File: src/include/ifetch_defines.svh
//////////////////////////////
// fetch front end sizing
// widths and depths shared by package and rtl
//////////////////////////////

`ifndef IFETCH_DEFINES_SVH
`define IFETCH_DEFINES_SVH

// bus data width, also the instruction word width
`define IF_XLEN 32

// max bus reads in flight, also the response buffer size
`define IF_DEPTH 2

// entries in the instruction queue toward decode
`define IF_QDEPTH 4

`endif

File: src/source/ifetch_pkg.sv
//////////////////////////////
// fetch front end types
//////////////////////////////

`include "ifetch_defines.svh"

package ifetch_pkg;

  // read request, word aligned
  typedef struct packed {
    logic [`IF_XLEN-1:0] addr;
    logic                tag;   // pc bit 1, start halfword
  } bus_req_t;

  typedef struct packed {
    logic [`IF_XLEN-1:0] data;
    logic                tag;   // echoed from request
    logic                err;   // bus error on this word
  } bus_rsp_t;

  typedef struct packed {
    logic [`IF_XLEN/2-1:0] hi;
    logic [`IF_XLEN/2-1:0] lo;
  } parcel_pair_t;

  // one fetched word, whole or as two 16 bit parcels
  typedef union packed {
    logic [`IF_XLEN-1:0] word;
    parcel_pair_t        half;
  } parcel_u;

  typedef struct packed {
    parcel_u               data;
    logic [`IF_XLEN-3:0]   waddr;  // word address, pc[31:2]
    logic                  tag;    // start at hi parcel
    logic                  err;
  } fetch_word_t;

  // assembled instruction, upper half zero when compressed
  typedef struct packed {
    logic [`IF_XLEN-1:0] pc;
    logic [`IF_XLEN-1:0] instr;
    logic                compressed;
    logic                err;
  } instr_t;

endpackage

File: src/source/fetch_bus_ctrl.sv
//////////////////////////////
// fetch bus control
// pipelined reads, flush discard and word buffer
//////////////////////////////

`timescale 1ns/1ps

`include "ifetch_defines.svh"

module fetch_bus_ctrl import ifetch_pkg::*; #(
  parameter int DEPTH = `IF_DEPTH  // reads in flight plus buffered words
) (
  input  logic                clk_i,
  input  logic                rst_ni,
  input  logic                flush_i,
  input  logic [`IF_XLEN-1:0] flush_pc_i,
  output logic                bus_req_valid_o,
  output bus_req_t            bus_req_o,
  input  logic                bus_req_ready_i,
  input  logic                bus_rsp_valid_i,
  input  bus_rsp_t            bus_rsp_i,
  output logic                word_valid_o,
  output fetch_word_t         word_o,
  input  logic                word_ready_i
);

  localparam int CW = $clog2(DEPTH+1);
  localparam int PW = (DEPTH > 1) ? $clog2(DEPTH) : 1;
  localparam logic [CW:0] DEPTH_W = (CW+1)'(DEPTH);

  logic                started_q;   // set by the first flush
  logic [`IF_XLEN-3:0] req_addr_q;  // next word to request
  logic                req_tag_q;
  logic [`IF_XLEN-3:0] rsp_addr_q;  // word address of next kept response
  logic [CW-1:0]       inflight;
  logic [CW-1:0]       discard;
  logic [CW-1:0]       buf_cnt;
  logic [PW-1:0]       wr_ptr;
  logic [PW-1:0]       rd_ptr;
  logic [CW:0]         occ;
  logic                req_fire;
  logic                rsp_keep;
  logic                pop;
  fetch_word_t         rsp_word;
  fetch_word_t         buf_mem [DEPTH];

  //////////////////////////////
  // request side
  //////////////////////////////

  assign occ             = {1'b0, inflight} + {1'b0, buf_cnt};
  assign bus_req_valid_o = started_q & ~flush_i & (occ < DEPTH_W);
  assign bus_req_o.addr  = {req_addr_q, 2'b00};  // always word aligned
  assign bus_req_o.tag   = req_tag_q;
  assign req_fire        = bus_req_valid_o & bus_req_ready_i;

  always_ff @(posedge clk_i or negedge rst_ni)
  begin
    if (!rst_ni)
    begin
      started_q  <= 1'b0;
      req_addr_q <= '0;
      req_tag_q  <= 1'b0;
    end
    else if (flush_i)
    begin
      started_q  <= 1'b1;
      req_addr_q <= flush_pc_i[`IF_XLEN-1:2];
      req_tag_q  <= flush_pc_i[1];  // bit 0 ignored
    end
    else if (req_fire)
    begin
      req_addr_q <= req_addr_q + 1'b1;
      req_tag_q  <= 1'b0;           // later words start at halfword 0
    end
  end

  // one response per accepted request, discarded ones included
  always_ff @(posedge clk_i or negedge rst_ni)
  begin
    if (!rst_ni)
      inflight <= '0;
    else
      case ({req_fire, bus_rsp_valid_i})
        2'b10:   inflight <= inflight + 1'b1;
        2'b01:   inflight <= inflight - 1'b1;
        default: ;
      endcase
  end

  // stale responses, minus one landing in the flush cycle
  always_ff @(posedge clk_i or negedge rst_ni)
  begin
    if (!rst_ni)
      discard <= '0;
    else if (flush_i)
      discard <= inflight - CW'(bus_rsp_valid_i);
    else if (|discard && bus_rsp_valid_i)
      discard <= discard - 1'b1;
  end

  //////////////////////////////
  // response buffer
  //////////////////////////////

  assign rsp_keep = bus_rsp_valid_i & ~flush_i & ~|discard;
  assign pop      = word_valid_o & word_ready_i;

  always_comb
  begin
    rsp_word.data.word = bus_rsp_i.data;
    rsp_word.waddr     = rsp_addr_q;
    rsp_word.tag       = bus_rsp_i.tag;
    rsp_word.err       = bus_rsp_i.err;
  end

  always_ff @(posedge clk_i or negedge rst_ni)
  begin
    if (!rst_ni)
    begin
      rsp_addr_q <= '0;
      buf_cnt    <= '0;
      wr_ptr     <= '0;
      rd_ptr     <= '0;
    end
    else if (flush_i)
    begin
      rsp_addr_q <= flush_pc_i[`IF_XLEN-1:2];
      buf_cnt    <= '0;
      wr_ptr     <= '0;
      rd_ptr     <= '0;
    end
    else
    begin
      if (rsp_keep)
      begin
        rsp_addr_q <= rsp_addr_q + 1'b1;
        wr_ptr     <= (wr_ptr == PW'(DEPTH-1)) ? '0 : wr_ptr + 1'b1;
      end
      if (pop)
        rd_ptr <= (rd_ptr == PW'(DEPTH-1)) ? '0 : rd_ptr + 1'b1;
      case ({rsp_keep, pop})
        2'b10:   buf_cnt <= buf_cnt + 1'b1;
        2'b01:   buf_cnt <= buf_cnt - 1'b1;
        default: ;
      endcase
    end
  end

  always_ff @(posedge clk_i)
  begin
    if (rsp_keep)
      buf_mem[wr_ptr] <= rsp_word;
  end

  assign word_valid_o = |buf_cnt;
  assign word_o       = buf_mem[rd_ptr];

endmodule

File: src/source/ifetch_top.sv
//////////////////////////////
// instruction fetch front end
// bus control, parcel alignment, queue
//////////////////////////////

`timescale 1ns/1ps

`include "ifetch_defines.svh"

module ifetch_top import ifetch_pkg::*; (
  input  logic                clk_i,
  input  logic                rst_ni,
  input  logic                flush_i,     // also the start command
  input  logic [`IF_XLEN-1:0] flush_pc_i,
  output logic                bus_req_valid_o,
  output bus_req_t            bus_req_o,
  input  logic                bus_req_ready_i,
  input  logic                bus_rsp_valid_i,
  input  bus_rsp_t            bus_rsp_i,
  output logic                out_valid_o,
  output instr_t              out_o,
  input  logic                out_ready_i
);

  logic        word_valid;
  fetch_word_t word;
  logic        word_ready;
  logic        ins_valid;
  instr_t      ins;
  logic        ins_ready;

  fetch_bus_ctrl #(
    .DEPTH (`IF_DEPTH)
  ) fetch_bus_ctrl_i (
    .clk_i           (clk_i),
    .rst_ni          (rst_ni),
    .flush_i         (flush_i),
    .flush_pc_i      (flush_pc_i),
    .bus_req_valid_o (bus_req_valid_o),
    .bus_req_o       (bus_req_o),
    .bus_req_ready_i (bus_req_ready_i),
    .bus_rsp_valid_i (bus_rsp_valid_i),
    .bus_rsp_i       (bus_rsp_i),
    .word_valid_o    (word_valid),
    .word_o          (word),
    .word_ready_i    (word_ready)
  );

  parcel_align parcel_align_i (
    .clk_i        (clk_i),
    .rst_ni       (rst_ni),
    .flush_i      (flush_i),
    .word_valid_i (word_valid),
    .word_i       (word),
    .word_ready_o (word_ready),
    .ins_valid_o  (ins_valid),
    .ins_o        (ins),
    .ins_ready_i  (ins_ready)
  );

  instr_queue #(
    .DEPTH (`IF_QDEPTH)
  ) instr_queue_i (
    .clk_i       (clk_i),
    .rst_ni      (rst_ni),
    .flush_i     (flush_i),
    .ins_valid_i (ins_valid),
    .ins_i       (ins),
    .ins_ready_o (ins_ready),
    .out_valid_o (out_valid_o),
    .out_o       (out_o),
    .out_ready_i (out_ready_i)
  );

endmodule

File: src/source/instr_queue.sv
//////////////////////////////
// instruction queue toward decode
//////////////////////////////

`timescale 1ns/1ps

`include "ifetch_defines.svh"

module instr_queue import ifetch_pkg::*; #(
  parameter int DEPTH = `IF_QDEPTH
) (
  input  logic   clk_i,
  input  logic   rst_ni,
  input  logic   flush_i,
  input  logic   ins_valid_i,
  input  instr_t ins_i,
  output logic   ins_ready_o,
  output logic   out_valid_o,
  output instr_t out_o,
  input  logic   out_ready_i
);

  localparam int CW = $clog2(DEPTH+1);
  localparam int PW = (DEPTH > 1) ? $clog2(DEPTH) : 1;

  instr_t        mem [DEPTH];
  logic [PW-1:0] wr_ptr;
  logic [PW-1:0] rd_ptr;
  logic [CW-1:0] cnt;
  logic          push;
  logic          pop;

  assign ins_ready_o = cnt != CW'(DEPTH);
  assign out_valid_o = |cnt;
  assign out_o       = mem[rd_ptr];
  assign push        = ins_valid_i & ins_ready_o & ~flush_i;  // flush wins
  assign pop         = out_valid_o & out_ready_i;

  always_ff @(posedge clk_i or negedge rst_ni)
  begin
    if (!rst_ni)
    begin
      wr_ptr <= '0;
      rd_ptr <= '0;
      cnt    <= '0;
    end
    else if (flush_i)
    begin
      wr_ptr <= '0;
      rd_ptr <= '0;
      cnt    <= '0;
    end
    else
    begin
      if (push)
        wr_ptr <= (wr_ptr == PW'(DEPTH-1)) ? '0 : wr_ptr + 1'b1;
      if (pop)
        rd_ptr <= (rd_ptr == PW'(DEPTH-1)) ? '0 : rd_ptr + 1'b1;
      case ({push, pop})
        2'b10:   cnt <= cnt + 1'b1;
        2'b01:   cnt <= cnt - 1'b1;
        default: ;
      endcase
    end
  end

  always_ff @(posedge clk_i)
  begin
    if (push)
      mem[wr_ptr] <= ins_i;
  end

endmodule

File: src/source/parcel_align.sv
//////////////////////////////
// parcel alignment
// builds 16/32 bit instructions from fetched words
//////////////////////////////

`timescale 1ns/1ps

`include "ifetch_defines.svh"

module parcel_align import ifetch_pkg::*; (
  input  logic        clk_i,
  input  logic        rst_ni,
  input  logic        flush_i,
  input  logic        word_valid_i,
  input  fetch_word_t word_i,
  output logic        word_ready_o,
  output logic        ins_valid_o,
  output instr_t      ins_o,
  input  logic        ins_ready_i
);

  localparam int HW = `IF_XLEN/2;

  logic                lv_q;       // leftover low parcel of a 32 bit instr
  logic [HW-1:0]       lv_parcel;
  logic [`IF_XLEN-1:0] lv_pc;
  logic                lv_err;
  logic                pos_q;      // lo parcel of current word already used
  logic                hsel;
  logic                lo_c;
  logic                hi_c;
  logic                tail;       // hi parcel still pending after emit
  logic                keep_hi;
  logic                ins_fire;
  logic                word_fire;

  assign hsel = pos_q | word_i.tag;
  assign lo_c = word_i.data.half.lo[1:0] != 2'b11;  // compressed parcel
  assign hi_c = word_i.data.half.hi[1:0] != 2'b11;

  always_comb
  begin
    ins_valid_o = 1'b0;
    ins_o       = '0;
    tail        = 1'b0;
    if (word_valid_i)
    begin
      if (lv_q)
      begin
        // 32 bit instr straddling the word boundary
        ins_valid_o    = 1'b1;
        ins_o.pc       = lv_pc;
        ins_o.instr    = {word_i.data.half.lo, lv_parcel};
        ins_o.err      = lv_err | word_i.err;
        tail           = 1'b1;
      end
      else if (!hsel)
      begin
        ins_valid_o = 1'b1;
        ins_o.pc    = {word_i.waddr, 2'b00};
        ins_o.err   = word_i.err;
        if (lo_c)
        begin
          ins_o.instr      = {{HW{1'b0}}, word_i.data.half.lo};
          ins_o.compressed = 1'b1;
          tail             = 1'b1;
        end
        else
          ins_o.instr = word_i.data.word;  // aligned full word
      end
      else if (hi_c)
      begin
        // compressed instr in the hi parcel
        ins_valid_o      = 1'b1;
        ins_o.pc         = {word_i.waddr, 2'b10};
        ins_o.instr      = {{HW{1'b0}}, word_i.data.half.hi};
        ins_o.compressed = 1'b1;
        ins_o.err        = word_i.err;
      end
    end
  end

  // take the word once its last parcel is used or kept
  always_comb
  begin
    if (tail)
      word_ready_o = ins_ready_i & ~hi_c;
    else if (hsel && !hi_c)
      word_ready_o = 1'b1;               // only stash the hi parcel
    else
      word_ready_o = ins_ready_i;
  end

  assign keep_hi   = (tail | hsel) & ~hi_c;
  assign ins_fire  = ins_valid_o & ins_ready_i;
  assign word_fire = word_valid_i & word_ready_o;

  always_ff @(posedge clk_i or negedge rst_ni)
  begin
    if (!rst_ni)
    begin
      lv_q  <= 1'b0;
      pos_q <= 1'b0;
    end
    else if (flush_i)
    begin
      lv_q  <= 1'b0;
      pos_q <= 1'b0;
    end
    else if (word_fire)
    begin
      lv_q  <= keep_hi;
      pos_q <= 1'b0;
    end
    else if (ins_fire)
    begin
      lv_q  <= 1'b0;
      pos_q <= 1'b1;  // second compressed instr next cycle
    end
  end

  always_ff @(posedge clk_i)
  begin
    if (word_fire && keep_hi)
    begin
      lv_parcel <= word_i.data.half.hi;
      lv_pc     <= {word_i.waddr, 2'b10};
      lv_err    <= word_i.err;
    end
  end

endmodule

File: config.mk
export PLATFORM = sky130hd
export DESIGN_NAME = ifetch_top
export DESIGN_NICKNAME = d
export VERILOG_FILES = /design/src/source/ifetch_pkg.sv /design/src/source/fetch_bus_ctrl.sv /design/src/source/ifetch_top.sv /design/src/source/instr_queue.sv /design/src/source/parcel_align.sv
export VERILOG_INCLUDE_DIRS = /design/src /design/src/include
export SDC_FILE = /design/constraint.sdc
export NUM_CORES = 1
export LEC_CHECK = 0
export ABC_AREA = 1
export BUFFER_PORTS_ARGS = -buffer_cell sky130_fd_sc_hd__buf_2
export CORE_MARGIN = 2
export CORE_UTILIZATION = 60
export DETAILED_ROUTE_END_ITERATION = 8
export PLACE_DENSITY_LB_ADDON = 0.2
export SETUP_SLACK_MARGIN = 0.4
export SLEW_MARGIN = 20
export SYNTH_ARGS = -nofsm -noshare
export SYNTH_HDL_FRONTEND = slang
export SYNTH_HIERARCHICAL = 1
export SYNTH_SLANG_ARGS = --single-unit
export TNS_END_PERCENT = 20
File: constraint.sdc
create_clock -name clk_i -period 9.7 [get_ports clk_i]
set_input_delay 1.94 -clock clk_i [delete_from_list [all_inputs] [get_ports clk_i]]
set_output_delay 1.94 -clock clk_i [all_outputs]
set_load 0.03 [all_outputs]
# Word level (Yosys, flattened, before mapping)
# Memories as Yosys holds them, arrays and structs flattened.
# Index checks and enable logic that the tools add are counted.
# word_totals
register_bits,126
wordCells,132
mem_count,2
mem_bits_rw,392
# mem_list
name,depth,width,read_ports,rd_clocked_by_memory_dff,write_ports,line,rtl
instr_queue_i.mem,4,66,1,0,1,instr_queue.sv:26,instr_t mem [DEPTH];
fetch_bus_ctrl_i.buf_mem,2,64,1,0,1,fetch_bus_ctrl.sv:45,fetch_word_t buf_mem [DEPTH];
# op_classes
n_bitwise,16
eq_ne,11
mux,52
magnitude_cmp,1
addsub,15
n_reduce_logical,18
# op_table
op,count
$mux W66,3
$mux W30,4
$mux W64,1
$add A30 B1 Y30 const B,2
$mux W32,1
$mux W1,30
$mux W2,9
$reduce_bool A2 Y1,7
$and A1 B1 Y1,11
$eq A2 B2 Y1 const B,5
$reduce_bool A3 Y1,3
$add A2 B1 Y2 const B,4
$pmux W2 S2,2
$eq A2 B1 Y1 const B,3
$pmux W3 S2,1
$sub A2 B1 Y2 const B,3
$ne A2 B2 Y1 const B,2
$reduce_or A2 Y1,2
$add A2 B2 Y3,1
$add A3 B1 Y3 const B,1
$logic_and A1 B1 Y1,3
$lt A3 B2 Y1 const B,1
$mux W3,1
$ne A3 B3 Y1 const B,1
other kinds (7),12

# Depth between registers and ports, before layout
# An unclocked memory read counts as a cell.
# logic_depth
depth_word,11
mapped_depth,17

# Hierarchy
# The synthesis kept the hierarchy.
# by_module_without_submodules
mod,seq_area_each_um2,instances,cells_each,area_per_inst_um2
instr_queue,8102.8,1,699,10251.1
fetch_bus_ctrl,5595.4,1,1047,9431.5
parcel_align,1461.4,1,256,2723.9

# Worst setup path after synthesis
# OpenSTA, ideal clock, no wires.
# synth_timing
path_type,input -> register
startpoint,input port bus_rsp_valid_i
endpoint,"memory fetch_bus_ctrl_i/buf_mem[0][0] in the netlist's numbering, enable pin"
cell_stages,4
setup_ns,0.487
arrival_time_ns,5.032
slack_ns,4.181
required_ns,9.213
cell_sequence,nand2_1 -> nor2_2 -> inv_2 -> nor2_1
# synth_via
elab_chain_cells,4
# synth_lines
element,line,rtl
"start, declared",ifetch_top.sv:18,"input logic bus_rsp_valid_i,"
$and A1 B1 Y1 (2 in a row),fetch_bus_ctrl.sv:106,assign rsp_keep = bus_rsp_valid_i & ~flush_i & ~|discard;
$mux W1,fetch_bus_ctrl.sv:152,if (rsp_keep)
$mux W1 (implied by the code),fetch_bus_ctrl.sv:153,buf_mem[wr_ptr] <= rsp_word;
"end, declared",fetch_bus_ctrl.sv:45,
# No other way between the ends.

==> out/results.md <==
- **number of routed nets with antenna violations** 0
- **Hold Path Class** reg2reg
- **initial core utilization** 0.6106
- **slew at the pin closest to its max-slew limit** 1.021 ns
- **half-perimeter wire length of the detailed placement result** 31,140 um
- **count of buffer and inverter cells on the critical path** 3
- **part of the Yosys area used for sequential elements** 0.6766
- **Final Skew** 0.008183 ns
- **buffer type at the clock tree root** sky130_fd_sc_hd__clkbuf_16
- **die span in y** 197.2 um
- **Relative slew margins** 0.3191
- **TritonCTS buffer count** 51
- **Worst Path Arrival** 3.25 ns
- **outcome** finished clean
- **TritonCTS clock tree** yes
- **Placement Rows** 70
- **largest fanout on the critical path** 98
- **Final Total Pwr** 7.340 mW
- **total of endpoints with negative setup slack in the final report** 0
- **H-Tree Level Count** 2
- **antenna violations before repair** 2
- **kind of start point of the critical path** flip-flop
- **largest incremental delay on the critical path** 0.79 ns
- **first-pass GRT wire length** 77,850 um
- **Core Area** 36,700 um2
- **clock period minus final worst setup slack** 5.190 ns
- **total global routing track utilization** 0.2581
- **share of synthesized flip-flops with an asynchronous set or reset** 0.1525
- **cell-by-cell listing of the critical path** inv_4 -> buf_4 -> o21ai_0 -> o22ai_1 -> buf_2
- **number of flops mapped to enable cells by yosys** 439
- **vias in the first global route** 14.47k
- **number of cells upsized or downsized after cts** 0
- **die width** 197.2 um
- **Worst path slowest cell** sky130_fd_sc_hd__buf_4
- **routed via count** 15.22k
- **routing usage on met3** 0.03142
- **number of sinks handled by clock tree synthesis** 518
- **Layout Area Growth over Synthesis** 12.55%
- **aggregate global routing overflow** 0
- **routed length per instance** 18.63 um
- **Setup Crit Path Kind** reg2out
- **fraction of final layout cells with drive strength greater than 1** 0.1673
- **Final period util** 0.5350
- **unrepaired setup endpoints after global routing** false
- **final hold viol count** 0
- **delay-heaviest family, CP** buffers and inverters
- **number of buffers between clock root and the deepest sink** 3
- **MaxCap Viol Count** 0
- **busiest grt layer** met2
- **number of top-level pins** 173
- **clock network latency to the later pin of the worst-skew pair** 0.57 ns
- **Routability Congestion** 0.9041
- **first-pass iteration count of the detailed router** 5
- **count of cell types in the netlist** 52
- **pin count of the biggest net entering global routing** 99
- **Synth Flop Type** sky130_fd_sc_hd__edfxtp_1
- **Slew Limit Fails** 0
- **largest vdd supply drop** 158.4 uV
- **Fmax achieved** 0.1927 GHz
- **clk slew on worst S/H paths** 0.06 ns
- **remaining routing DRC violations** 0
- **DR iter-0 viols** 1,312
- **GR Layer Usage met2** 0.4000
- **met1 usage in global routing** 0.3928
- **post-synthesis instance total** 2,002
- **end-of-flow core utilization** 0.6872
- **register bit total from synthesis** 518
- **mean area per synthesized cell** 11.19 um2
- **Ys Warns** 6
- **Net count, final** 2,229
- **filler instances** 2,622
- **endpoint type of the worst setup path** output port
- **number of buffers added on ports** 169
- **setup TNS after final layout** 0 ns
- **post-CTS setup repair buffer count** 0
- **Worst EP required** 7.76 ns
- **cell leakage power** 9.720 nW
- **Synth Cell Area** 22,410 um2
- **P per Cell Area** 291.1 nW/um2
- **drt total wl** 49,530 um
- **hold_buf cts** 0
- **ratio of routed vias to standard cells** 5.723
- **floorplan die area** 38,910 um2
[layout make-up]
| cell class | instances | area (um2) | share of cell area |
|---|---|---|---|
| clock buffer | 58 | 1313 | 0.05205 |
| tap | 468 | 585.6 | 0.02322 |
| antenna | 3 | 7.507 | 0.0002977 |
| timing repair buffer | 183 | 957.2 | 0.03796 |
| inverter | 134 | 513.0 | 0.02034 |
| multi-input combinational | 1258 | 6242 | 0.2475 |
| clock inverter | 37 | 435.4 | 0.01727 |
| sequential | 518 | 15160 | 0.6013 |
[worst register-to-register path, stage by stage, from the launching register on]
cell                      delay (ns)
sky130_fd_sc_hd__dfrtp_2        0.74
sky130_fd_sc_hd__buf_4          0.48
sky130_fd_sc_hd__inv_2          0.08
sky130_fd_sc_hd__buf_4          0.31
sky130_fd_sc_hd__nand2_1        0.15
sky130_fd_sc_hd__nand2_1        0.21
sky130_fd_sc_hd__nand2_2        0.18
sky130_fd_sc_hd__nor2_4         0.06
sky130_fd_sc_hd__o21ai_2        0.34
sky130_fd_sc_hd__nand3_2        0.34
sky130_fd_sc_hd__nor2_4         0.27
sky130_fd_sc_hd__buf_4          0.74
[power by group]
group          leakage, nW  internal (mW)  switching (mW)
clock network        0.859           1.22           0.819
logic                 3.86          0.566            1.60
registers             5.00           2.94           0.196
total                 9.72           4.72            2.62
[worst paths after layout]
| check | endpoint | startpoint | cells after the start | slack, ns |
|---|---|---|---|---|
| max in group asynchronous | instr_queue_i/rd_ptr[0]$_DFFE_PN0P_ | rst_ni | 1 | 7.70 |
| setup / recovery | out_o[4] | instr_queue_i/rd_ptr[0]$_DFFE_PN0P_ | 5 | 4.51 |
| hold / removal | fetch_bus_ctrl_i/req_tag_q$_DFFE_PN0P_ | fetch_bus_ctrl_i/req_tag_q$_DFFE_PN0P_ | 1 | 0.51 |
| setup reg to reg | instr_queue_i/mem[1][27]$_DFFE_PP_ | fetch_bus_ctrl_i/rd_ptr$_DFFE_PN0P_ | 11 | 5.32 |
| min in group asynchronous | fetch_bus_ctrl_i/req_addr_q[21]$_DFFE_PN0P_ | rst_ni | 1 | 1.41 |
| hold reg to reg | fetch_bus_ctrl_i/req_tag_q$_DFFE_PN0P_ | fetch_bus_ctrl_i/req_tag_q$_DFFE_PN0P_ | 1 | 0.51 |
[registers in the layout, summed over array words and instances (netlist names)]
name / flops
instr_queue_i/mem: 264
fetch_bus_ctrl_i/buf_mem: 128
fetch_bus_ctrl_i/req_addr_q: 30
fetch_bus_ctrl_i/rsp_addr_q: 30
parcel_align_i/lv_pc: 30
parcel_align_i/lv_parcel: 16
instr_queue_i/cnt: 3
fetch_bus_ctrl_i/buf_cnt: 2
fetch_bus_ctrl_i/discard: 2
fetch_bus_ctrl_i/inflight: 2
instr_queue_i/rd_ptr: 2
instr_queue_i/wr_ptr: 2
fetch_bus_ctrl_i/rd_ptr: 1
fetch_bus_ctrl_i/req_tag_q: 1
fetch_bus_ctrl_i/started_q: 1
fetch_bus_ctrl_i/wr_ptr: 1
parcel_align_i/lv_err: 1
parcel_align_i/lv_q: 1
parcel_align_i/pos_q: 1
[per-stage QoR]
step	setup slack [ns]	hold WS, ns	instances	area (um2)
final	4.510	0.5103	2659	25220
after global routing	4.304	0.5227	2659	25220
after CTS	4.499	0.5028	2656	25210
after detailed placement	4.522	0.4814	2561	23460
after global placement	4.538	0.4824	2561	23460
after floorplan	4.181	0.4644	2003	22410
[synthesized netlist by cell type (5+ instances only)]
library cell                 n  area share
sky130_fd_sc_hd__nand3_1    67       0.015
sky130_fd_sc_hd__a32o_1     30       0.013
sky130_fd_sc_hd__o22ai_1    67       0.019
sky130_fd_sc_hd__nor2_1    207       0.035
sky130_fd_sc_hd__inv_2      19      0.0032
sky130_fd_sc_hd__ha_1        9      0.0050
sky130_fd_sc_hd__nand3_2     6      0.0027
sky130_fd_sc_hd__buf_4      15      0.0050
sky130_fd_sc_hd__xor2_1     15      0.0059
sky130_fd_sc_hd__a21oi_2    20      0.0078
sky130_fd_sc_hd__dfrtp_1    79       0.088
sky130_fd_sc_hd__o21bai_1    5      0.0017
sky130_fd_sc_hd__o21ai_1    38      0.0085
sky130_fd_sc_hd__edfxtp_1  439        0.59
sky130_fd_sc_hd__nand2_2    12      0.0034
sky130_fd_sc_hd__buf_6      12      0.0060
sky130_fd_sc_hd__nor3_1      8      0.0018
sky130_fd_sc_hd__a21oi_1    28      0.0063
sky130_fd_sc_hd__o211ai_1   12      0.0040
sky130_fd_sc_hd__nor2_2     11      0.0031
sky130_fd_sc_hd__nor2_4     10      0.0050
sky130_fd_sc_hd__clkbuf_1   34      0.0057
sky130_fd_sc_hd__nand4_1     5      0.0014
sky130_fd_sc_hd__nand2_1   500       0.084
sky130_fd_sc_hd__buf_2      31      0.0069
sky130_fd_sc_hd__xnor2_1     6      0.0023
sky130_fd_sc_hd__o21ai_0   169       0.038
sky130_fd_sc_hd__inv_1     111       0.019
[logic make-up after synthesis]
| family | after synthesis | synth area share |
|---|---|---|
| compound gates | 384 | 0.1036 |
| flops | 518 | 0.6766 |
| simple gates | 839 | 0.1572 |
| other cells | 2 | 0.0003352 |
| xor+xnor | 21 | 0.008209 |
| buf+inv | 227 | 0.04724 |
| fa+ha+maj | 11 | 0.006813 |
[per-layer routing]
metal,up-vias,routed length (um)
li1,7241,-
met1,7347,22350
met2,557,22690
met3,72,3518
met4,0,967
met5,-,0
[cell usage in the layout (no fill, tap or decap), types with 19 or more instances in the layout]
master / Yosys / layout
sky130_fd_sc_hd__nand2_1: 500 / 500
sky130_fd_sc_hd__a21oi_1: 28 / 28
sky130_fd_sc_hd__nand3_1: 67 / 67
sky130_fd_sc_hd__inv_1: 111 / 111
sky130_fd_sc_hd__buf_2: 31 / 168
sky130_fd_sc_hd__a21oi_2: 20 / 20
sky130_fd_sc_hd__inv_2: 19 / 19
sky130_fd_sc_hd__o21ai_1: 38 / 38
sky130_fd_sc_hd__nor2_1: 207 / 201
sky130_fd_sc_hd__dfrtp_1: 79 / 77
sky130_fd_sc_hd__edfxtp_1: 439 / 439
sky130_fd_sc_hd__a32o_1: 30 / 30
sky130_fd_sc_hd__o22ai_1: 67 / 67
sky130_fd_sc_hd__o21ai_0: 169 / 169
sky130_fd_sc_hd__clkbuf_16: 0 / 51
No activity file was read; power rests on OpenSTA's default activity.
